## src/vmul_pkg.sv

```systemverilog
// Shared types and constants of the vector integer multiply unit
// Widths, instruction and result formats, and multiplier latencies
package vmul_pkg;

  localparam int unsigned ElenWidth = 64;
  localparam int unsigned NrVInsn   = 8;

  // Each vector register covers this many consecutive words
  localparam int unsigned WordsPerVReg = 32;

  // Address field carried in a result payload
  localparam int unsigned ResAddrWidth = 8;

  typedef logic [ElenWidth-1:0]   elen_t;
  typedef logic [ElenWidth/8-1:0] strb_t;
  typedef logic [2:0]             vid_t;
  typedef logic [9:0]             vlen_t;
  typedef logic [4:0]             vreg_t;

  typedef enum logic [1:0] {
    EW8  = 2'd0,
    EW16 = 2'd1,
    EW32 = 2'd2,
    EW64 = 2'd3
  } vew_e;

  typedef enum logic [1:0] {
    VMUL   = 2'd0,
    VMACC  = 2'd1,
    VNMSAC = 2'd2
  } mul_op_e;

  typedef struct packed {
    vid_t    id;
    mul_op_e op;
    vew_e    vsew;
    vlen_t   vl;
    vreg_t   vd;
    logic    use_scalar;
    elen_t   scalar;
  } vmul_insn_t;

  typedef struct packed {
    vid_t                    id;
    logic [ResAddrWidth-1:0] addr;
    elen_t                   wdata;
    strb_t                   be;
  } vmul_result_t;

  // Pipeline depth of each SIMD multiplier
  localparam int unsigned LatMulEW8  = 1;
  localparam int unsigned LatMulEW16 = 1;
  localparam int unsigned LatMulEW32 = 2;
  localparam int unsigned LatMulEW64 = 2;

endpackage
```

## src/vmul_result_queue.sv

```systemverilog
// Result FIFO in front of the register-file write port
// The head entry is presented as a write request until granted
`timescale 1ns/1ps
module vmul_result_queue #(
  parameter int unsigned ResultQueueDepth = 2,
  parameter int unsigned VAddrWidth       = 8
) (
  input  logic                   clk_i,
  input  logic                   rst_ni,
  input  logic                   push_i,
  input  vmul_pkg::vmul_result_t push_data_i,
  output logic                   full_o,
  output logic                   req_o,
  output vmul_pkg::vid_t         id_o,
  output logic [VAddrWidth-1:0]  addr_o,
  output vmul_pkg::elen_t        wdata_o,
  output vmul_pkg::strb_t        be_o,
  input  logic                   gnt_i
);
  import vmul_pkg::*;

  localparam int unsigned PtrWidth = (ResultQueueDepth > 1) ? $clog2(ResultQueueDepth) : 1;

  typedef logic [PtrWidth-1:0] ptr_t;
  typedef logic [PtrWidth:0]   cnt_t;

  vmul_result_t mem_q [ResultQueueDepth];
  vmul_result_t head;
  ptr_t         wr_pnt_q;
  ptr_t         rd_pnt_q;
  cnt_t         cnt_q;
  logic         push;
  logic         pop;

  function automatic ptr_t next_pnt(ptr_t pnt);
    return (pnt == ptr_t'(ResultQueueDepth - 1)) ? '0 : pnt + 1'b1;
  endfunction

  assign full_o = (cnt_q == cnt_t'(ResultQueueDepth));
  assign req_o  = (cnt_q != '0);
  assign push   = push_i && !full_o;
  assign pop    = gnt_i && req_o;

  assign head    = mem_q[rd_pnt_q];
  assign id_o    = head.id;
  assign addr_o  = head.addr[VAddrWidth-1:0];
  assign wdata_o = head.wdata;
  assign be_o    = head.be;

  always_ff @(posedge clk_i or negedge rst_ni) begin
    if (!rst_ni) begin
      wr_pnt_q <= '0;
      rd_pnt_q <= '0;
      cnt_q    <= '0;
    end else begin
      if (push)
        wr_pnt_q <= next_pnt(wr_pnt_q);
      if (pop)
        rd_pnt_q <= next_pnt(rd_pnt_q);
      cnt_q <= cnt_q + cnt_t'(push) - cnt_t'(pop);
    end
  end

  always_ff @(posedge clk_i) begin
    if (push)
      mem_q[wr_pnt_q] <= push_data_i;
  end

endmodule

```

## config.mk

```make
export PLATFORM = sky130hd
export DESIGN_NAME = vmul_result_queue
export DESIGN_NICKNAME = d
export VERILOG_FILES = /design/src/vmul_pkg.sv /design/src/vmul_result_queue.sv
export SDC_FILE = /design/constraint.sdc
export NUM_CORES = 1
export LEC_CHECK = 0
export BUFFER_PORTS_ARGS = -buffer_cell sky130_fd_sc_hd__buf_4
export CAP_MARGIN = 20
export CORE_ASPECT_RATIO = 1.4
export CORE_MARGIN = 1.5
export CORE_UTILIZATION = 40
export CTS_BUF_LIST = sky130_fd_sc_hd__clkbuf_4
export DETAILED_ROUTE_END_ITERATION = 16
export PLACE_DENSITY = 0.6
export REMOVE_ABC_BUFFERS = 1
export SLEW_MARGIN = 30
export SYNTH_ARGS = -nofsm -noshare
export SYNTH_HDL_FRONTEND = slang
export SYNTH_SLANG_ARGS = --single-unit
export TNS_END_PERCENT = 5
```

## constraint.sdc

```tcl
create_clock -name clk_i -period 5.1 [get_ports clk_i]
set_input_delay 0.765 -clock clk_i [delete_from_list [all_inputs] [get_ports clk_i]]
set_output_delay 0.765 -clock clk_i [all_outputs]
set_load 0.05 [all_outputs]
```

# Word level (Yosys, flattened, before mapping)
# Memories as Yosys holds them, arrays and structs flattened.
# Cells that the tools add are included.
dict set report word_totals {
  register_bits 4
  mem_bits_rw 166
  wordCells 17
  n_memories 1
}
dict set report classes {
  n_addsub 4
  n_eq_ne 1
  muxes 4
  n_reduce_logical 4
}
# memory words width read_ports rd_ports_with_merged_regs write_ports line
set memory_table {}
lappend memory_table {mem_q 2 83 1 0 1 vmul_result_queue.sv:27} ;# vmul_result_t mem_q [ResultQueueDepth];
# operator count
set ops {}
lappend ops {{1-bit 2-to-1 mux} 4}
lappend ops {{1-bit adder (second input constant)} 2}
lappend ops {{2-bit by 1-bit adder with 2-bit output} 1}
lappend ops {{2-bit == test (second input constant)} 1}
lappend ops {{1-bit logical AND} 2}
lappend ops {{2-bit nonzero test} 1}
lappend ops {{2-bit by 1-bit subtractor with 2-bit output} 1}
lappend ops {{1-bit logical NOT} 1}

# Depth between registers and ports, before layout
# Gate-level depths: netlist of run 1.
dict set report depth {
  depth_word 5
  mapped_depth 7
  mapped_depth_nobuf 7
}

# Least setup slack after synthesis of run 1
# No wires, ideal clock.
dict set report synth_timing {
  kind {input port to flip-flop}
  start {input push_i}
  end {memory mem_q[0][0] (netlist bit), enable pin}
  setup_time_ps 525
  arrival_time_ps 4320
  required_ps 4575
  path_slack_ps 255
  path_stages 2
  cell_sequence {nand2_1 > nor2_1}
}
dict set report synth_between {
  elab_chain_len 3
}
# item line
set synth_rtl {}
lappend synth_rtl {{start: declaration} vmul_result_queue.sv:10} ;# input logic push_i,
lappend synth_rtl {{1-bit logical AND} vmul_result_queue.sv:41} ;# assign push = push_i && !full_o;
lappend synth_rtl {{1-bit 2-to-1 mux} vmul_result_queue.sv:65} ;# if (push)
lappend synth_rtl {{1-bit 2-to-1 mux (not written as such)} vmul_result_queue.sv:66} ;# mem_q[wr_pnt_q] <= push_data_i;
lappend synth_rtl {{end: declaration} vmul_result_queue.sv:27}
# No other way between the ends.

# Worst setup path after layout of run 1
dict set report layout_timing {
  start {register rd_pnt_q}
  end {output be_o[0]}
}
dict set report layout_between {
  elab_chain_len 1
}
# item line
set layout_rtl {}
lappend layout_rtl {{start: declaration} vmul_result_queue.sv:30} ;# ptr_t rd_pnt_q;
lappend layout_rtl {{start signal: assignment} vmul_result_queue.sv:59} ;# rd_pnt_q <= next_pnt(rd_pnt_q);
lappend layout_rtl {{memory 2 x 83 bit} --}
lappend layout_rtl {{end: declaration} vmul_result_queue.sv:17} ;# output vmul_pkg::strb_t be_o,
# No other way between the ends.

==> impl_metrics.csv, run 1 <==
group,metric,value,unit
placement,portBuffers,171,
detailed_routing,drtAntennaViolNets,0,
worst_setup_path,cp_slowest_stage_delay,0.69,ns
logic_synthesis,syn_area_per_cell,23.3,um^2
logic_synthesis,syn_inst,276,
clock_network,root_buffer,"clkbuf_4",
detailed_routing,post_drt_wl_per_cell,17.7,um
clock_network,cts_setup_buffers,0,
placement,dp.cells,641,
timing,max_slew_margin,0.572,
detailed_routing,vias_per_cell,4.64,
floorplanning,die_y,153,um
worst_setup_path,crit_buf_inv,3,
power_and_ir_drop,cellPowerDensity,655,nW/um^2
worst_setup_path,start_kind,"flop",
outcome,run_status,"completed",
placement,preCtsSetupSlack,2.20,ns
global_routing,grt_max_degree,57,
timing,timing.fmax,311,MHz
power_and_ir_drop,vdd_ir_drop_max,0.000398,V
timing,finalHoldViolations,0,
timing,worst_slack,1.89,ns
timing,min_period,3.21,ns
worst_setup_path,end_kind,"primary output",
detailed_routing,vias,3139,
power_and_ir_drop,power.internal,3.21,mW
clock_network,clk_path_buf_depth,2,
detailed_routing,drc,0,
logic_synthesis,ys_ff_latch,170,
global_routing,grt_usage,0.146,
power_and_ir_drop,p_leak,3.27,nW
logic_synthesis,netlist_area,6440,um^2
worst_hold_path,worstHoldPathType,"input port to flop",
worst_setup_path,cp.required,4.34,ns
detailed_routing,first_iter_violations,88,
timing,rsz0062_at_grt,"no",
power_and_ir_drop,switchingPower,2.24,mW
power_and_ir_drop,seqPwrFrac,0.371,
clock_network,cts_tree,"done",
placement,dpl_cell_area,7990,um^2
logic_synthesis,ys_types,16,
logic_synthesis,yosysWarnings,0,
worst_setup_path,cp_max_fo,38,
layout,area_growth_syn_to_layout,29.3,%
floorplanning,core_area,15700,um^2
worst_setup_path,cp_cell_sequence,"buf_16 > buf_4 > mux2_2 > buf_4",
detailed_routing,wirelength,11900,um
floorplanning,rows,54,
flow_run,max_cap_violations,0,
floorplanning,io_pins,172,
timing,clock_skew,0.0196,ns
worst_setup_path,cp.depth,4,
clock_network,htree_levels,4,
timing,tns,0,ns
timing,drv_slew,0,
power_and_ir_drop,clkPwrFrac,0.146,
timing,setup_viol,0,
clock_network,clkTransAtPathRegs,0.14,ns
clock_network,cts_sinks,170,
floorplanning,die_width,110,um
layout,drive_above_1_share,0.618,
worst_setup_path,cp_slowest_cell,"dfrtp_4",
power_and_ir_drop,combPwrFrac,0.483,
worst_setup_path,crit_path_frequent_cell,"buf_4",
global_routing,grt_pass1_vias,3410,
timing,period_share,0.630,
timing,holdWs,0.417,ns
worst_hold_path,min_delay_path_depth,1,
power_and_ir_drop,switching_share,0.411,
global_routing,antenna_found_initial,1,
placement,dp_hpwl,8040,um
global_routing,overflow,0,
timing,worstMarginPinSlew,0.642,ns
floorplanning,die-area,16900,um^2
placement,gp_congestion,0.706,
clock_network,cts_buffers,17,
worst_setup_path,critPathTopFamily,"buffers and inverters",
worst_setup_path,r2r_cells,3,
layout,final_cells,676,
worst_setup_path,critPathKind,"flop to primary output",
worst_setup_path,arrival,2.45,ns
logic_synthesis,yosysSeqAreaShare,0.790,
layout,nFillCells,1319,
global_routing,grt_pass1_wl,17900,um
layout,nNetsFinal,555,
floorplanning,initial_core_util,0.411,
layout,final_util,0.531,
layout,final_cell_area,8320,um^2
detailed_routing,first_pass_iters,4,
power_and_ir_drop,power.total,5.45,mW
clock_network,clkLatencyLatePin,0.52,ns
## cell families after synthesis
kind of cell,Yosys count,synth area share
flip-flops,170,0.790
multiplexers,83,0.180
buffers and inverters,11,0.0150
AND/OR/NAND/NOR,6,0.00544
XOR/XNOR,4,0.00544
adder cells (fa/ha/maj),2,0.00389
## power groups by stage
stage	Clock, mW	Combinational [mW]	Sequential (mW)
floorplan	0	1.88	2.15
global placement	0	2.52	2.12
detailed placement	0	2.57	2.14
CTS	0.828	2.57	2.11
global route	0.885	2.75	2.05
finish	0.796	2.63	2.02
## final timing paths
check,start,end,slack (ns)
min reg2reg,cnt_q[1],cnt_q[1],0.52
min,push_data_i[41],mem_q[0][41],0.42
max,rd_pnt_q,be_o[0],1.89
min in group asynchronous,rst_ni,cnt_q[0],0.56
max in group asynchronous,rst_ni,rd_pnt_q,4.42
max reg2reg,cnt_q[1],mem_q[1][3],2.91
## state kept, by name, indices dropped and copies added, names as in the netlist
register,flops
wr_pnt_q,1
rd_pnt_q,1
mem_q,166
cnt_q,2
## per-layer routing
metal / vias up / track usage / wire [um]
met2: 98 / 0.247 / 6480
met5: - / 0 / 0
li1: 1471 / - / -
met4: 0 / 0.0684 / 331
met1: 1554 / 0.161 / 4400
met3: 16 / 0.0520 / 738
## placed cells by master (no fill, tap or decap), types with 2 or more instances in the layout
| cell type | n |
|---|---|
| clkinvlp_4 | 3 |
| dfrtp_1 | 3 |
| clkinv_1 | 3 |
| clkinv_2 | 2 |
| buf_16 | 3 |
| edfxtp_1 | 166 |
| xnor2_1 | 3 |
| ha_1 | 2 |
| bufinv_16 | 3 |
| mux2_2 | 23 |
| inv_6 | 3 |
| clkbuf_4 | 17 |
| inv_1 | 2 |
| mux2_4 | 60 |
| buf_4 | 176 |
## cell type report
class | count | area [um^2] | area share
sequential | 170 | 5090 | 0.611
clock buffer | 17 | 128 | 0.0153
tap | 196 | 245 | 0.0295
inverter | 2 | 7.51 | 0.000902
clock inverter | 15 | 171 | 0.0206
timing repair buffer | 180 | 1410 | 0.170
multi-input combinational | 95 | 1270 | 0.152
antenna | 1 | 2.50 | 0.000301
## timing repair
item,CTS,global route
resized for setup,0,0
hold endpoints to repair,4,0
hold buffers,1,0
## synthesized netlist by cell type
cell / instances / share of area
xnor2_1: 3 / 0.0041
nand2_1: 1 / 0.00058
buf_2: 2 / 0.0016
and2_4: 1 / 0.0014
xor2_1: 1 / 0.0014
dfrtp_1: 4 / 0.016
nor2_1: 1 / 0.00058
mux2_2: 23 / 0.040
edfxtp_1: 166 / 0.77
inv_1: 2 / 0.0012
or2_2: 1 / 0.00097
ha_1: 2 / 0.0039
buf_6: 7 / 0.012
and3_1: 1 / 0.00097
mux2_4: 60 / 0.14
nand2b_1: 1 / 0.00097
Note: power is estimated with default switching activity, not from simulation.
==> run 2, diff against run 1 <==
Settings changed: PLACE_DENSITY 0.6 to 0.63.
Clock period 5.1 ns to 2.7 ns, I/O delays scaled along.
==> run 2 against run 1 <==
Compared with the run above: combinational power is 89% higher; power is 84% higher; largest cell class unchanged; core utilization is 1.4 points higher; setup slack worse by 1.7 ns; register-to-register slack worse by 2.0 ns; count of clock-buffer cells in the layout is 1 higher; clock skew is 0.0093 ns lower; via count is 3.4% higher; critical endpoint is now wdata_o[62]; highest routed layer unchanged.
==> impl_metrics.csv, run 2 (synthesized netlist as in run 1, its figures left out) <==
group,metric,value,unit
layout,top_regs,"mem_q x166, cnt_q x2",
power_and_ir_drop,switching_share,0.420,
power_and_ir_drop,combPwrFrac,0.497,
global_routing,grt_pass1_vias,3384,
detailed_routing,met1_length,4280,um
layout,nNetsFinal,582,
flow_run,max_cap_violations,0,
worst_setup_path,cp_max_fo,38,
floorplanning,rows,54,
layout,area_growth_syn_to_layout,32.7,%
layout,nFillCells,1282,
timing,finalHoldViolations,0,
layout,multiInputGateArea,1270,um^2
layout,final_cells,704,
worst_setup_path,critPathKind,"flop to primary output",
floorplanning,die_width,110,um
power_and_ir_drop,seqPwrFrac,0.380,
timing,timing.fmax,397,MHz
timing,drv_slew,0,
power_and_ir_drop,power.internal,5.81,mW
layout,drive_above_1_share,0.583,
clock_network,clkTransAtPathRegs,0.13,ns
timing,period_share,0.932,
power_and_ir_drop,power.total,10.0,mW
timing,tns,0,ns
clock_network,root_buffer,"clkbuf_4",
timing,min_period,2.52,ns
global_routing,antenna_found_initial,2,
detailed_routing,vias_per_cell,4.61,
worst_setup_path,cp.required,2.30,ns
detailed_routing,route.met3.wl,728,um
layout,top_register,"mem_q",
layout,largest_reg_flops,166,
clock_network,cts_sinks,170,
placement,portBuffers,171,
clock_network,clkLatencyLatePin,0.52,ns
clock_network,cts_tree,"done",
detailed_routing,post_drt_wl_per_cell,16.9,um
detailed_routing,drc,0,
timing,worstMarginPinSlew,0.555,ns
floorplanning,die-area,16900,um^2
timing,clock_skew,0.0103,ns
worst_setup_path,arrival,2.11,ns
floorplanning,io_pins,172,
clock_network,htree_levels,4,
layout,final_cell_mix,"buf_4 (171), edfxtp_1 (166), mux2_4 (60)",
detailed_routing,first_iter_violations,94,
power_and_ir_drop,cellPowerDensity,1170,nW/um^2
worst_setup_path,start_kind,"flop",
detailed_routing,top_layer_used,"met4",
timing,rsz0062_at_grt,"no",
global_routing,grt_usage,0.146,
placement,dp_hpwl,7980,um
clock_network,clk_path_buf_depth,2,
floorplanning,initial_core_util,0.411,
outcome,run_status,"completed",
placement,dpl_cell_area,7990,um^2
clock_network,cts_buffers,17,
placement,dp.cells,639,
global_routing,grt_max_degree,49,
layout,final_cell_area,8540,um^2
global_routing,grt_pass1_wl,17900,um
detailed_routing,drtAntennaViolNets,0,
power_and_ir_drop,vdd_ir_drop_max,0.000878,V
timing,setup_viol,0,
clock_network,postCtsResizedCells,0,
worst_hold_path,worstHoldPathType,"input port to flop",
global_routing,overflow,0,
detailed_routing,wl_met2,6730,um
layout,layout_commonest_cell,"buf_4",
power_and_ir_drop,switchingPower,4.21,mW
layout,seqCellArea,5090,um^2
power_and_ir_drop,clkPwrFrac,0.123,
detailed_routing,wirelength,11900,um
layout,final_util,0.545,
worst_setup_path,end_kind,"primary output",
detailed_routing,vias,3245,
floorplanning,die_y,153,um
detailed_routing,first_pass_iters,4,
placement,gp_congestion,0.692,
power_and_ir_drop,p_leak,3.35,nW
timing,max_slew_margin,0.629,
floorplanning,core_area,15700,um^2
run 2: changes by cell type in the layout (fill, tap and decap cells not counted), moves of 2 or more:
cell / previous run / this run
clkinv_2: 2 / 4
bufinv_16: 3 / 0
clkinv_1: 3 / 1
clkinv_4: 0 / 5
buf_4: 176 / 171
buf_16: 3 / 0
buf_12: 0 / 5
dlygate4sd3_1: 1 / 31
run 2: power groups by stage:
stage | combinational [mW] | clock [mW] | sequential, mW
5_1_grt | 5.19 | 1.37 | 3.87
3_5_place_dp | 5.01 | 0 | 3.88
4_1_cts | 5.05 | 1.28 | 3.82
3_3_place_gp | 4.98 | 0 | 3.84
6_report | 4.98 | 1.23 | 3.81
2_1_floorplan | 3.56 | 0 | 4.06
run 2: per-layer routing:
layer | vias to the layer above | global-route usage
met4 | 0 | 0.0568
met1 | 1621 | 0.151
met5 | - | 0
met2 | 88 | 0.266
met3 | 11 | 0.0473
li1 | 1525 | -
run 2: worst paths after layout:
check	to	depth (start not counted)	slack (ns)	from
setup / recovery	wdata_o[62]	3	0.18	rd_pnt_q
hold / removal	mem_q[0][32]	1	0.06	push_data_i[32]
setup reg to reg	mem_q[1][71]	3	0.89	cnt_q[1]
hold reg to reg	cnt_q[1]	1	0.54	cnt_q[1]
max in group asynchronous	rd_pnt_q	2	2.40	rst_ni
min in group asynchronous	cnt_q[0]	2	0.19	rst_ni
run 2: worst max-delay path, stage by stage (launching register included):
cell,delay [ns]
dfrtp_4,0.66
buf_12,0.32
mux2_2,0.39
buf_4,0.19
run 2: through the flow:
step / hold slack, ns / setup slack, ns
finish: 0.0590 / 0.184
global route: -0.00236 / 0.0502
CTS: 0.000179 / 0.122
detailed placement: 0.203 / 0.753
global placement: 0.205 / 0.779
floorplan: 0.109 / -1.87
run 2: final cells by class:
class / instances / area share
Tap cell: 196 / 0.0287
Antenna cell: 2 / 0.000586
Sequential cell: 170 / 0.596
Clock buffer: 18 / 0.0158
Multi-Input combinational cell: 95 / 0.148
Timing Repair Buffer: 207 / 0.198
Inverter: 2 / 0.000879
Clock inverter: 14 / 0.0117
run 2: what timing repair did:
action / in CTS / in global routing
hold endpoints to repair: 44 / 14
hold buffers: 23 / 8
setup buffers: 0 / 0
