File: src/vmul_pkg.sv
// Shared types and constants of the vector integer multiply unit
// Widths, instruction and result formats, and multiplier latencies
package vmul_pkg;

  localparam int unsigned ElenWidth = 64;
  localparam int unsigned NrVInsn   = 8;

  // Each vector register covers this many consecutive words
  localparam int unsigned WordsPerVReg = 32;

  // Address field carried in a result payload
  localparam int unsigned ResAddrWidth = 8;

  typedef logic [ElenWidth-1:0]   elen_t;
  typedef logic [ElenWidth/8-1:0] strb_t;
  typedef logic [2:0]             vid_t;
  typedef logic [9:0]             vlen_t;
  typedef logic [4:0]             vreg_t;

  typedef enum logic [1:0] {
    EW8  = 2'd0,
    EW16 = 2'd1,
    EW32 = 2'd2,
    EW64 = 2'd3
  } vew_e;

  typedef enum logic [1:0] {
    VMUL   = 2'd0,
    VMACC  = 2'd1,
    VNMSAC = 2'd2
  } mul_op_e;

  typedef struct packed {
    vid_t    id;
    mul_op_e op;
    vew_e    vsew;
    vlen_t   vl;
    vreg_t   vd;
    logic    use_scalar;
    elen_t   scalar;
  } vmul_insn_t;

  typedef struct packed {
    vid_t                    id;
    logic [ResAddrWidth-1:0] addr;
    elen_t                   wdata;
    strb_t                   be;
  } vmul_result_t;

  // Pipeline depth of each SIMD multiplier
  localparam int unsigned LatMulEW8  = 1;
  localparam int unsigned LatMulEW16 = 1;
  localparam int unsigned LatMulEW32 = 2;
  localparam int unsigned LatMulEW64 = 2;

endpackage
File: src/vmul_issue_if.sv
// Issue channel from the instruction queue to the multiplier array
// Carries one word of operands plus the operation that applies to it
`timescale 1ns/1ps
interface vmul_issue_if;
  import vmul_pkg::*;

  logic    valid;
  logic    ready;
  mul_op_e op;
  vew_e    vsew;
  logic    use_scalar;
  elen_t   scalar;
  elen_t   operand_a;
  elen_t   operand_b;
  elen_t   operand_c;

  modport issuer (
    output valid, op, vsew, use_scalar, scalar,
    output operand_a, operand_b, operand_c,
    input  ready
  );

  modport executor (
    input  valid, op, vsew, use_scalar, scalar,
    input  operand_a, operand_b, operand_c,
    output ready
  );

endinterface

File: src/vmul_insn_queue.sv
// Vector instruction queue of the multiply unit
// Tracks instructions through issue, processing and commit, feeds the
// multiplier array and builds register-file write payloads
`timescale 1ns/1ps
module vmul_insn_queue #(
  parameter int unsigned InsnQueueDepth = 4,
  parameter int unsigned VAddrWidth     = 8
) (
  input  logic                         clk_i,
  input  logic                         rst_ni,
  input  vmul_pkg::vmul_insn_t         op_i,
  input  logic                         op_valid_i,
  output logic                         op_ready_o,
  input  vmul_pkg::elen_t [2:0]        operand_i,
  input  logic [2:0]                   operand_valid_i,
  output logic [2:0]                   operand_ready_o,
  vmul_issue_if.issuer                 issue,
  output vmul_pkg::vew_e               out_vsew_o,
  input  logic                         res_valid_i,
  input  vmul_pkg::elen_t              res_data_i,
  output logic                         res_ready_o,
  output logic                         push_o,
  output vmul_pkg::vmul_result_t       push_data_o,
  input  logic                         rq_full_i,
  input  logic                         gnt_i,
  output logic [vmul_pkg::NrVInsn-1:0] done_o
);
  import vmul_pkg::*;

  localparam int unsigned PtrWidth = (InsnQueueDepth > 1) ? $clog2(InsnQueueDepth) : 1;

  typedef logic [PtrWidth-1:0] ptr_t;
  typedef logic [PtrWidth:0]   cnt_t;

  vmul_insn_t insn_q [InsnQueueDepth];

  // One pointer per phase
  ptr_t accept_pnt_d, accept_pnt_q;
  ptr_t issue_pnt_d, issue_pnt_q;
  ptr_t proc_pnt_d, proc_pnt_q;
  ptr_t commit_pnt_d, commit_pnt_q;
  // Instructions still waiting in each phase
  cnt_t issue_cnt_d, issue_cnt_q;
  cnt_t proc_cnt_d, proc_cnt_q;
  cnt_t commit_cnt_d, commit_cnt_q;
  // Elements left of the head instruction of each phase
  vlen_t issue_rem_d, issue_rem_q;
  vlen_t proc_rem_d, proc_rem_q;
  vlen_t commit_rem_d, commit_rem_q;

  vmul_insn_t            issue_insn;
  vmul_insn_t            proc_insn;
  vmul_insn_t            commit_insn;
  logic                  operands_ok;
  vlen_t                 proc_elems;
  vlen_t                 word_idx;
  logic [3:0]            nbytes;
  logic [15:0]           be_mask;
  logic [VAddrWidth-1:0] proc_addr;

  function automatic ptr_t next_pnt(ptr_t pnt);
    return (pnt == ptr_t'(InsnQueueDepth - 1)) ? '0 : pnt + 1'b1;
  endfunction

  // Elements in one word, capped by what is left
  function automatic vlen_t word_elems(vew_e sew, vlen_t rem);
    vlen_t per_word;
    per_word = vlen_t'(8) >> sew;
    return (rem < per_word) ? rem : per_word;
  endfunction

  assign issue_insn  = insn_q[issue_pnt_q];
  assign proc_insn   = insn_q[proc_pnt_q];
  assign commit_insn = insn_q[commit_pnt_q];

  assign op_ready_o = (commit_cnt_q != cnt_t'(InsnQueueDepth));
  assign out_vsew_o = proc_insn.vsew;

  // vs1 is replaced by a scalar, vd only feeds the accumulating forms
  assign operands_ok = (operand_valid_i[0] || issue_insn.use_scalar) && operand_valid_i[1] &&
                       (operand_valid_i[2] || issue_insn.op == VMUL);

  assign issue.valid      = (issue_cnt_q != '0) && operands_ok;
  assign issue.op         = issue_insn.op;
  assign issue.vsew       = issue_insn.vsew;
  assign issue.use_scalar = issue_insn.use_scalar;
  assign issue.scalar     = issue_insn.scalar;
  assign issue.operand_a  = operand_i[0];
  assign issue.operand_b  = operand_i[1];
  assign issue.operand_c  = operand_i[2];

  // Payload of the word leaving the array
  assign proc_elems = word_elems(proc_insn.vsew, proc_rem_q);
  assign word_idx   = (proc_insn.vl - proc_rem_q) >> (2'd3 - proc_insn.vsew);
  assign proc_addr  = VAddrWidth'(proc_insn.vd) * VAddrWidth'(WordsPerVReg) +
                      VAddrWidth'(word_idx);
  assign nbytes     = proc_elems[3:0] << proc_insn.vsew;
  assign be_mask    = (16'd1 << nbytes) - 16'd1;

  assign res_ready_o = !rq_full_i;
  assign push_o      = res_valid_i && !rq_full_i;
  assign push_data_o = '{
    id:    proc_insn.id,
    addr:  ResAddrWidth'(proc_addr),
    wdata: res_data_i,
    be:    strb_t'(be_mask)
  };

  always_comb begin
    accept_pnt_d    = accept_pnt_q;
    issue_pnt_d     = issue_pnt_q;
    proc_pnt_d      = proc_pnt_q;
    commit_pnt_d    = commit_pnt_q;
    issue_cnt_d     = issue_cnt_q;
    proc_cnt_d      = proc_cnt_q;
    commit_cnt_d    = commit_cnt_q;
    issue_rem_d     = issue_rem_q;
    proc_rem_d      = proc_rem_q;
    commit_rem_d    = commit_rem_q;
    operand_ready_o = '0;
    done_o          = '0;

    // One word goes to the array, only needed operands are popped
    if (issue.valid && issue.ready) begin
      operand_ready_o = {issue_insn.op != VMUL, 1'b1, !issue_insn.use_scalar};
      issue_rem_d     = issue_rem_q - word_elems(issue_insn.vsew, issue_rem_q);
      if (issue_rem_d == '0) begin
        issue_cnt_d = issue_cnt_q - 1'b1;
        issue_pnt_d = next_pnt(issue_pnt_q);
        if (issue_cnt_d != '0)
          issue_rem_d = insn_q[issue_pnt_d].vl;
      end
    end

    // Result word enters the result queue
    if (push_o) begin
      proc_rem_d = proc_rem_q - proc_elems;
      if (proc_rem_d == '0) begin
        proc_cnt_d = proc_cnt_q - 1'b1;
        proc_pnt_d = next_pnt(proc_pnt_q);
        if (proc_cnt_d != '0)
          proc_rem_d = insn_q[proc_pnt_d].vl;
      end
    end

    // Register file took a word
    if (gnt_i) begin
      commit_rem_d = commit_rem_q - word_elems(commit_insn.vsew, commit_rem_q);
      if (commit_rem_d == '0) begin
        done_o[commit_insn.id] = 1'b1;
        commit_cnt_d           = commit_cnt_q - 1'b1;
        commit_pnt_d           = next_pnt(commit_pnt_q);
        if (commit_cnt_d != '0)
          commit_rem_d = insn_q[commit_pnt_d].vl;
      end
    end

    // First instruction of an empty phase loads its element counter
    if (op_valid_i && op_ready_o) begin
      accept_pnt_d = next_pnt(accept_pnt_q);
      if (issue_cnt_d == '0)
        issue_rem_d = op_i.vl;
      if (proc_cnt_d == '0)
        proc_rem_d = op_i.vl;
      if (commit_cnt_d == '0)
        commit_rem_d = op_i.vl;
      issue_cnt_d  = issue_cnt_d + 1'b1;
      proc_cnt_d   = proc_cnt_d + 1'b1;
      commit_cnt_d = commit_cnt_d + 1'b1;
    end
  end

  always_ff @(posedge clk_i or negedge rst_ni) begin
    if (!rst_ni) begin
      accept_pnt_q <= '0;
      issue_pnt_q  <= '0;
      proc_pnt_q   <= '0;
      commit_pnt_q <= '0;
      issue_cnt_q  <= '0;
      proc_cnt_q   <= '0;
      commit_cnt_q <= '0;
      issue_rem_q  <= '0;
      proc_rem_q   <= '0;
      commit_rem_q <= '0;
    end else begin
      accept_pnt_q <= accept_pnt_d;
      issue_pnt_q  <= issue_pnt_d;
      proc_pnt_q   <= proc_pnt_d;
      commit_pnt_q <= commit_pnt_d;
      issue_cnt_q  <= issue_cnt_d;
      proc_cnt_q   <= proc_cnt_d;
      commit_cnt_q <= commit_cnt_d;
      issue_rem_q  <= issue_rem_d;
      proc_rem_q   <= proc_rem_d;
      commit_rem_q <= commit_rem_d;
    end
  end

  always_ff @(posedge clk_i) begin
    if (op_valid_i && op_ready_o)
      insn_q[accept_pnt_q] <= op_i;
  end

endmodule

File: src/flat_wrapper.sv
// flat-port wrapper written by rule: the top's interface ports become plain ports
module vmul_insn_queue_flat import vmul_pkg::*;
#(
  parameter int unsigned InsnQueueDepth = 4,
  parameter int unsigned VAddrWidth     = 8
)
  (clk_i, rst_ni, op_i, op_valid_i, op_ready_o, operand_i, operand_valid_i, operand_ready_o, out_vsew_o, res_valid_i, res_data_i, res_ready_o, push_o, push_data_o, rq_full_i, gnt_i, done_o, issue_valid, issue_op, issue_vsew, issue_use_scalar, issue_scalar, issue_operand_a, issue_operand_b, issue_operand_c, issue_ready);
  vmul_issue_if issue_i ();
  input  logic clk_i;
  input  logic rst_ni;
  input  vmul_pkg::vmul_insn_t op_i;
  input  logic op_valid_i;
  output logic op_ready_o;
  input  vmul_pkg::elen_t [2:0] operand_i;
  input  logic [2:0] operand_valid_i;
  output logic [2:0] operand_ready_o;
  output vmul_pkg::vew_e out_vsew_o;
  input  logic res_valid_i;
  input  vmul_pkg::elen_t res_data_i;
  output logic res_ready_o;
  output logic push_o;
  output vmul_pkg::vmul_result_t push_data_o;
  input  logic rq_full_i;
  input  logic gnt_i;
  output logic [vmul_pkg::NrVInsn-1:0] done_o;
  output wire logic [$bits(issue_i.valid)-1:0] issue_valid;
  output wire logic [$bits(issue_i.op)-1:0] issue_op;
  output wire logic [$bits(issue_i.vsew)-1:0] issue_vsew;
  output wire logic [$bits(issue_i.use_scalar)-1:0] issue_use_scalar;
  output wire logic [$bits(issue_i.scalar)-1:0] issue_scalar;
  output wire logic [$bits(issue_i.operand_a)-1:0] issue_operand_a;
  output wire logic [$bits(issue_i.operand_b)-1:0] issue_operand_b;
  output wire logic [$bits(issue_i.operand_c)-1:0] issue_operand_c;
  input wire logic [$bits(issue_i.ready)-1:0] issue_ready;
  assign issue_valid = issue_i.valid;
  assign issue_op = issue_i.op;
  assign issue_vsew = issue_i.vsew;
  assign issue_use_scalar = issue_i.use_scalar;
  assign issue_scalar = issue_i.scalar;
  assign issue_operand_a = issue_i.operand_a;
  assign issue_operand_b = issue_i.operand_b;
  assign issue_operand_c = issue_i.operand_c;
  assign issue_i.ready = issue_ready;
  vmul_insn_queue #(.InsnQueueDepth(InsnQueueDepth), .VAddrWidth(VAddrWidth)) u_core (.clk_i(clk_i), .rst_ni(rst_ni), .op_i(op_i), .op_valid_i(op_valid_i), .op_ready_o(op_ready_o), .operand_i(operand_i), .operand_valid_i(operand_valid_i), .operand_ready_o(operand_ready_o), .issue(issue_i), .out_vsew_o(out_vsew_o), .res_valid_i(res_valid_i), .res_data_i(res_data_i), .res_ready_o(res_ready_o), .push_o(push_o), .push_data_o(push_data_o), .rq_full_i(rq_full_i), .gnt_i(gnt_i), .done_o(done_o));
endmodule
File: config.mk
export PLATFORM = sky130hd
export DESIGN_NAME = vmul_insn_queue_flat
export DESIGN_NICKNAME = d
export VERILOG_FILES = /design/src/vmul_pkg.sv /design/src/vmul_issue_if.sv /design/src/vmul_insn_queue.sv /design/src/flat_wrapper.sv
export SDC_FILE = /design/constraint.sdc
export NUM_CORES = 1
export LEC_CHECK = 0
export BUFFER_PORTS_ARGS = -buffer_cell sky130_fd_sc_hd__buf_2
export CAP_MARGIN = 5
export CORE_AREA = 4 4 273 275
export CTS_BUF_LIST = sky130_fd_sc_hd__clkbuf_16
export CTS_CLUSTER_SIZE = 25
export DETAILED_ROUTE_END_ITERATION = 8
export DIE_AREA = 0 0 277 279
export PLACE_DENSITY_LB_ADDON = 0.3
export RECOVER_POWER = 50
export SYNTH_ARGS = -nofsm -noshare
export SYNTH_HDL_FRONTEND = slang
export SYNTH_SLANG_ARGS = --single-unit
File: constraint.sdc
create_clock -name clk_i -period 6.01 [get_ports clk_i]
set_input_delay 1.202 -clock clk_i [delete_from_list [all_inputs] [get_ports clk_i]]
set_output_delay 1.202 -clock clk_i [all_outputs]
set_load 0.05 [all_outputs]
# Word-level counts from Yosys, hierarchy flattened
# Memories as Yosys holds them, arrays and structs flattened.
# Cells that the tools add are included.
# op_classes
add_sub_neg	17
n_mul	0
div	0
order_cmp	5
eq_ne	5
n_shift	6
n_mux	38
n_bitwise	0
n_reduce_logical	26
# op_table
cell	n
2-to-1 mux 10 bit	18
subtractor 10 bit	4
zero test 10 bit	3
< comparator 10 bit	3
2-to-1 mux 3 bit	10
right shift 4 x 2 -> 10 bit (first input constant)	3
2-to-1 mux 8 bit	2
nonzero test 3 bit	4
right shift 10 x 2 -> 8 bit	1
adder 3 x 1 -> 3 bit (second input constant)	3
zero test 3 bit	3
subtractor 3 x 1 -> 3 bit (second input constant)	3
adder 2 x 1 -> 2 bit (second input constant)	4
adder 8 bit	1
== test 2 bit (second input constant)	4
2-to-1 mux 2 bit	4
left shift 1 x 4 -> 8 bit (first input constant)	1
subtractor 8 x 1 -> 8 bit (second input constant)	1
logical AND 1 bit	7
AND reduction 2 bit	3
< comparator 3 x 4 -> 1 bit (second input constant)	1
left shift 4 x 2 -> 4 bit	1
demux 1 bit (select 3 bit)	1
>= comparator 3 x 1 -> 1 bit (second input constant)	1
other kinds (7)	11
# totals
ff_bits	47
latchBits	0
ram_bits	348
rom_bits	0
in_bits	353
n_memories	1
# memory_table
memory	words	width	read_ports	rd_clocked_by_memory_dff	write_ports	line_no	text
u_core.insn_q	4	87	6	0	1	vmul_insn_queue.sv:35	vmul_insn_t insn_q [InsnQueueDepth];

# Logic depth before layout (Yosys ltp)
# An unclocked memory read counts as a cell.
# logic_depth
ltp_word	11
mapped_depth	26
depth_no_buf	23

# Worst setup path after synthesis
# OpenSTA, ideal clock, no wires.
# synth_timing
path_type	register to output
from	register u_core.commit_pnt_q[0]
to	output port done_o[2] in the netlist's numbering
arrival_time_ns	6.260
t_required_ns	4.808
slack_ns	-1.452
stages_incl_launch_ff	19
path_buffers	2
cell_sequence	dfrtp_1 > clkbuf_1 > mux4_2 > nor2_1 > inv_1 > ha_1 > a2111oi_0 > o31ai_1 > nand3_1 > o21ai_0 > ha_1 > fa_1 > nand2b_1 > a21o_1 > a211o_1 > a31o_2 > a2111o_1 > clkbuf_1 > nor4b_1
# synth_via
elab_chain_cells	8
elab_cells_between_ends	13
# synth_lines
item	line_no	text
from (decl)	vmul_insn_queue.sv:41	ptr_t commit_pnt_d, commit_pnt_q;
from (signal assigned)	vmul_insn_queue.sv:189	commit_pnt_q <= commit_pnt_d;
memory (4 x 87 bit) (*)	n/a	
right shift 4 x 2 -> 10 bit	vmul_insn_queue.sv:68	per_word = vlen_t'(8) >> sew;
< comparator 10 bit	vmul_insn_queue.sv:69	return (rem < per_word) ? rem : per_word;
2-to-1 mux 10 bit	vmul_insn_queue.sv:69	
subtractor 10 bit	vmul_insn_queue.sv:148	commit_rem_d = commit_rem_q - word_elems(commit_insn.vsew, commit_rem_q);
zero test 10 bit	vmul_insn_queue.sv:149	if (commit_rem_d == '0) begin
2-to-1 mux 8 bit (*)	vmul_insn_queue.sv:149	
2-to-1 mux 8 bit (*)	vmul_insn_queue.sv:147	if (gnt_i) begin
to (decl)	flat_wrapper.sv:25	output logic [vmul_pkg::NrVInsn-1:0] done_o;
# Mark *: on every way between the ends. The rest lies on a longest branch, timed or not.

# Worst setup path after layout
# Ends and elaborated chain as after synthesis.

==> metrics.txt <==
outcome=complete, but fails checks; failing checks=capacitance limit, slew limit, setup timing; die height=279 µm; most frequent cells in the layout=340 x edfxtp_1, 129 x buf_4, 122 x mux4_2; Seq/Total Area, Yosys=56.2%; register bit count reported by yosys=387; Crit Path Category=register to output pin; sequential power share=30.9%; GRT Total Usage=16.6%; syn_area_per_cell=14.6 µm²; Total Wirelength=68,000 µm; DIE WIDTH=277 µm; minimum clock period=6.41 ns; DIE AREA=77,300 µm²; Root Buffer=clkbuf_16; main flop type after synthesis=edfxtp_1; Critical Path Sink Type=output pin; routability congestion estimate=0.803; Int Power=7.50 mW; vias per std cell=4.90; Cells after DPL=2,332; Slew @ Worst Pin=3.32 ns; Netlist cell types=76; Post-Syn Instances=1,383; peak supply drop=0.000278 V; Layout area overhead=16.6%; clk sink count=387; Clock Skews=0.0241 ns; NumNets Final=1,883; Leak=8.29 nW; total gr overflow=0; htree depth=2; global-route wire length before repair=93,300 µm; Critical Path Fanout Max=6; fin worst setup slack=-0.399 ns; Vias=12,100; CTS tree=done; share of layout cells above drive strength 1=38.7%; Slew Limit Fails=173; post-route ant nets=0; combinational power share=48.6%; I/O Pins=714; RSZ-0062 raised after global routing=yes; DR DRC count=0; DR iter-0 viols=621; CORE AREA=72,300 µm²; Period Utilization, post-route=107%; Rel. slew slack=-122%; Port Buf Inserts=199; Cell Pwr Density=534 nW/µm²; WP data required=4.81 ns; Synth async-reset ratio=12.1%; Final setup viols=16; Longest Clk Path Bufs=3; CTS Buf Count=44; Hold Vio Cnt, Final=0; Clk pwr share=20.5%; worst skew pair latency=0.56 ns; Net Sw Frac=40.5%; drt wl/cell=27.6 µm; Synth Net Count=1,794; synth warn=0; largest net degree at the start of global routing=56; number of synthesized flops with an enable pin=340; HPWL after detailed placement=49,900 µm; clock-pin slew on the worst setup and hold paths=0.06 ns; Max-Cap Viols=4; number of global-route vias before repair=12,700; Hold Crit Class=register to register; WP data arrival=5.21 ns; Rows=99; drt pass-1 iters=6; final non-filler cell total=2,466; Max Clock Freq=0.156 GHz; Syn Std Cell Area=20,200 µm²; initial core utilization=28.0%; sw power=5.10 mW; most common cell after layout, fill and taps aside=edfxtp_1; Final Util=32.6%; critical path launch point type=register; initial antenna violation count=16
## critical path, stage by stage, from the launching register on
cell,delay [ns]
dfrtp_2,0.40
mux4_2,0.59
nor2_4,0.15
inv_2,0.05
ha_4,0.22
a2111oi_4,0.36
o31ai_4,0.17
nand3_1,0.12
o21ai_1,0.07
ha_2,0.20
fa_2,0.34
nand2b_4,0.15
a21o_1,0.23
a211o_1,0.25
a31o_2,0.21
a2111o_1,0.48
buf_6,0.18
nor4b_4,0.28
buf_6,0.20
## final timing paths
check	end	start	cells past startpoint	slack, ns
max in group asynchronous	u_core.issue_pnt_q[0]	rst_ni	2	2.00
min reg2reg	u_core.commit_cnt_q[1]	u_core.commit_cnt_q[1]	2	0.59
min	u_core.commit_cnt_q[1]	u_core.commit_cnt_q[1]	2	0.59
min in group asynchronous	u_core.proc_cnt_q[0]	rst_ni	2	1.78
max	done_o[2]	u_core.commit_pnt_q[0]	18	-0.40
max reg2reg	u_core.proc_rem_q[7]	u_core.proc_pnt_q[0]	28	-0.04
## per-stage QoR
stage / total power [mW] / setup slack, ns / TNS, ns / area (µm²) / hold WS, ns
2_1_floorplan: 8.17 / 0.00822 / 0 / 20500 / 0.551
3_5_place_dp: 9.54 / -0.124 / -0.493 / 21300 / 0.594
5_1_grt: 13.3 / -0.604 / -7.35 / 23600 / 0.626
3_3_place_gp: 9.45 / -0.0755 / -0.224 / 21300 / 0.587
4_1_cts: 12.3 / -0.400 / -2.77 / 23000 / 0.608
6_report: 12.6 / -0.399 / -2.64 / 23600 / 0.594
## final cells by class
cell class | instances | area, µm²
sequential | 387 | 11400
multi-input combinational | 635 | 7220
tap | 959 | 1200
timing repair buffer | 342 | 2150
antenna | 2 | 5.00
fill | 7161 | 48700
clock buffer | 45 | 1130
clock inverter | 34 | 269
inverter | 62 | 235
## synthesized netlist by cell type, types with 5 or more instances
cell type / number / share of area [%]
or2_2: 6 / 0.19
o31ai_1: 11 / 0.41
buf_1: 15 / 0.28
edfxtp_1: 340 / 50
and3_1: 8 / 0.25
clkbuf_1: 25 / 0.46
nor2b_1: 12 / 0.37
nand2b_1: 14 / 0.43
a211oi_1: 5 / 0.19
or3_1: 6 / 0.19
inv_1: 61 / 1.1
nand3_1: 16 / 0.40
o21a_1: 9 / 0.33
nand2_1: 47 / 0.87
o21ai_0: 28 / 0.69
fa_1: 5 / 0.49
buf_4: 257 / 9.5
xor2_1: 10 / 0.43
ha_1: 53 / 3.3
mux2_2: 28 / 1.6
o22ai_1: 8 / 0.25
xnor2_1: 23 / 0.99
dfrtp_1: 47 / 5.8
mux4_2: 122 / 14
mux2i_1: 15 / 0.74
a21o_1: 6 / 0.22
nor4_1: 6 / 0.19
nor3_1: 15 / 0.37
nor2_1: 51 / 0.95
a21oi_1: 48 / 1.2
## flip-flops by register name (all words and copies together) (netlist names), 3 cells and up
name	cells
u_core.issue_rem_q	10
u_core.commit_cnt_q	3
u_core.proc_rem_q	10
u_core.proc_cnt_q	3
u_core.commit_rem_q	10
u_core.insn_q	340
u_core.issue_cnt_q	3
## cell families (layout without fill, tap and decap cells)
| group | after synthesis | after routing | synth area share (%) |
|---|---|---|---|
| fa+ha+maj | 58 | 58 | 3.77 |
| other cells | 0 | 2 | 0 |
| xor+xnor | 33 | 33 | 1.43 |
| simple gates | 211 | 211 | 5.49 |
| buf+inv | 361 | 483 | 11.5 |
| mux | 166 | 166 | 15.9 |
| flops | 387 | 387 | 56.2 |
| compound gates | 167 | 167 | 5.67 |
## repair_timing
| item | 4_1_cts | 5_1_grt |
|---|---|---|
| pin swaps | 20 | 43 |
| setup buffers | 22 | 31 |
| resized for setup | 48 | 98 |
| hold buffers | 0 | 0 |
| cloned | 0 | 2 |
| endpoints found under the setup margin | 14 | 37 |
## power groups by stage
| stage | clock [mW] | combinational [mW] | sequential, mW |
|---|---|---|---|
| 3_3_place_gp | 0 | 5.56 | 3.89 |
| 6_report | 2.59 | 6.13 | 3.89 |
| 5_1_grt | 2.78 | 6.57 | 3.95 |
| 3_5_place_dp | 0 | 5.62 | 3.92 |
| 2_1_floorplan | 0 | 4.32 | 3.85 |
| 4_1_cts | 2.68 | 5.79 | 3.87 |
## layer usage
layer,GRT usage [%],wire (µm),vias to the layer above
met1,16.8,23200,6019
met5,3.36,370,-
met4,6.19,2900,28
met3,13.1,11300,212
met2,25.6,30200,644
li1,-,-,5191
Power figures use the tool's default switching activity.
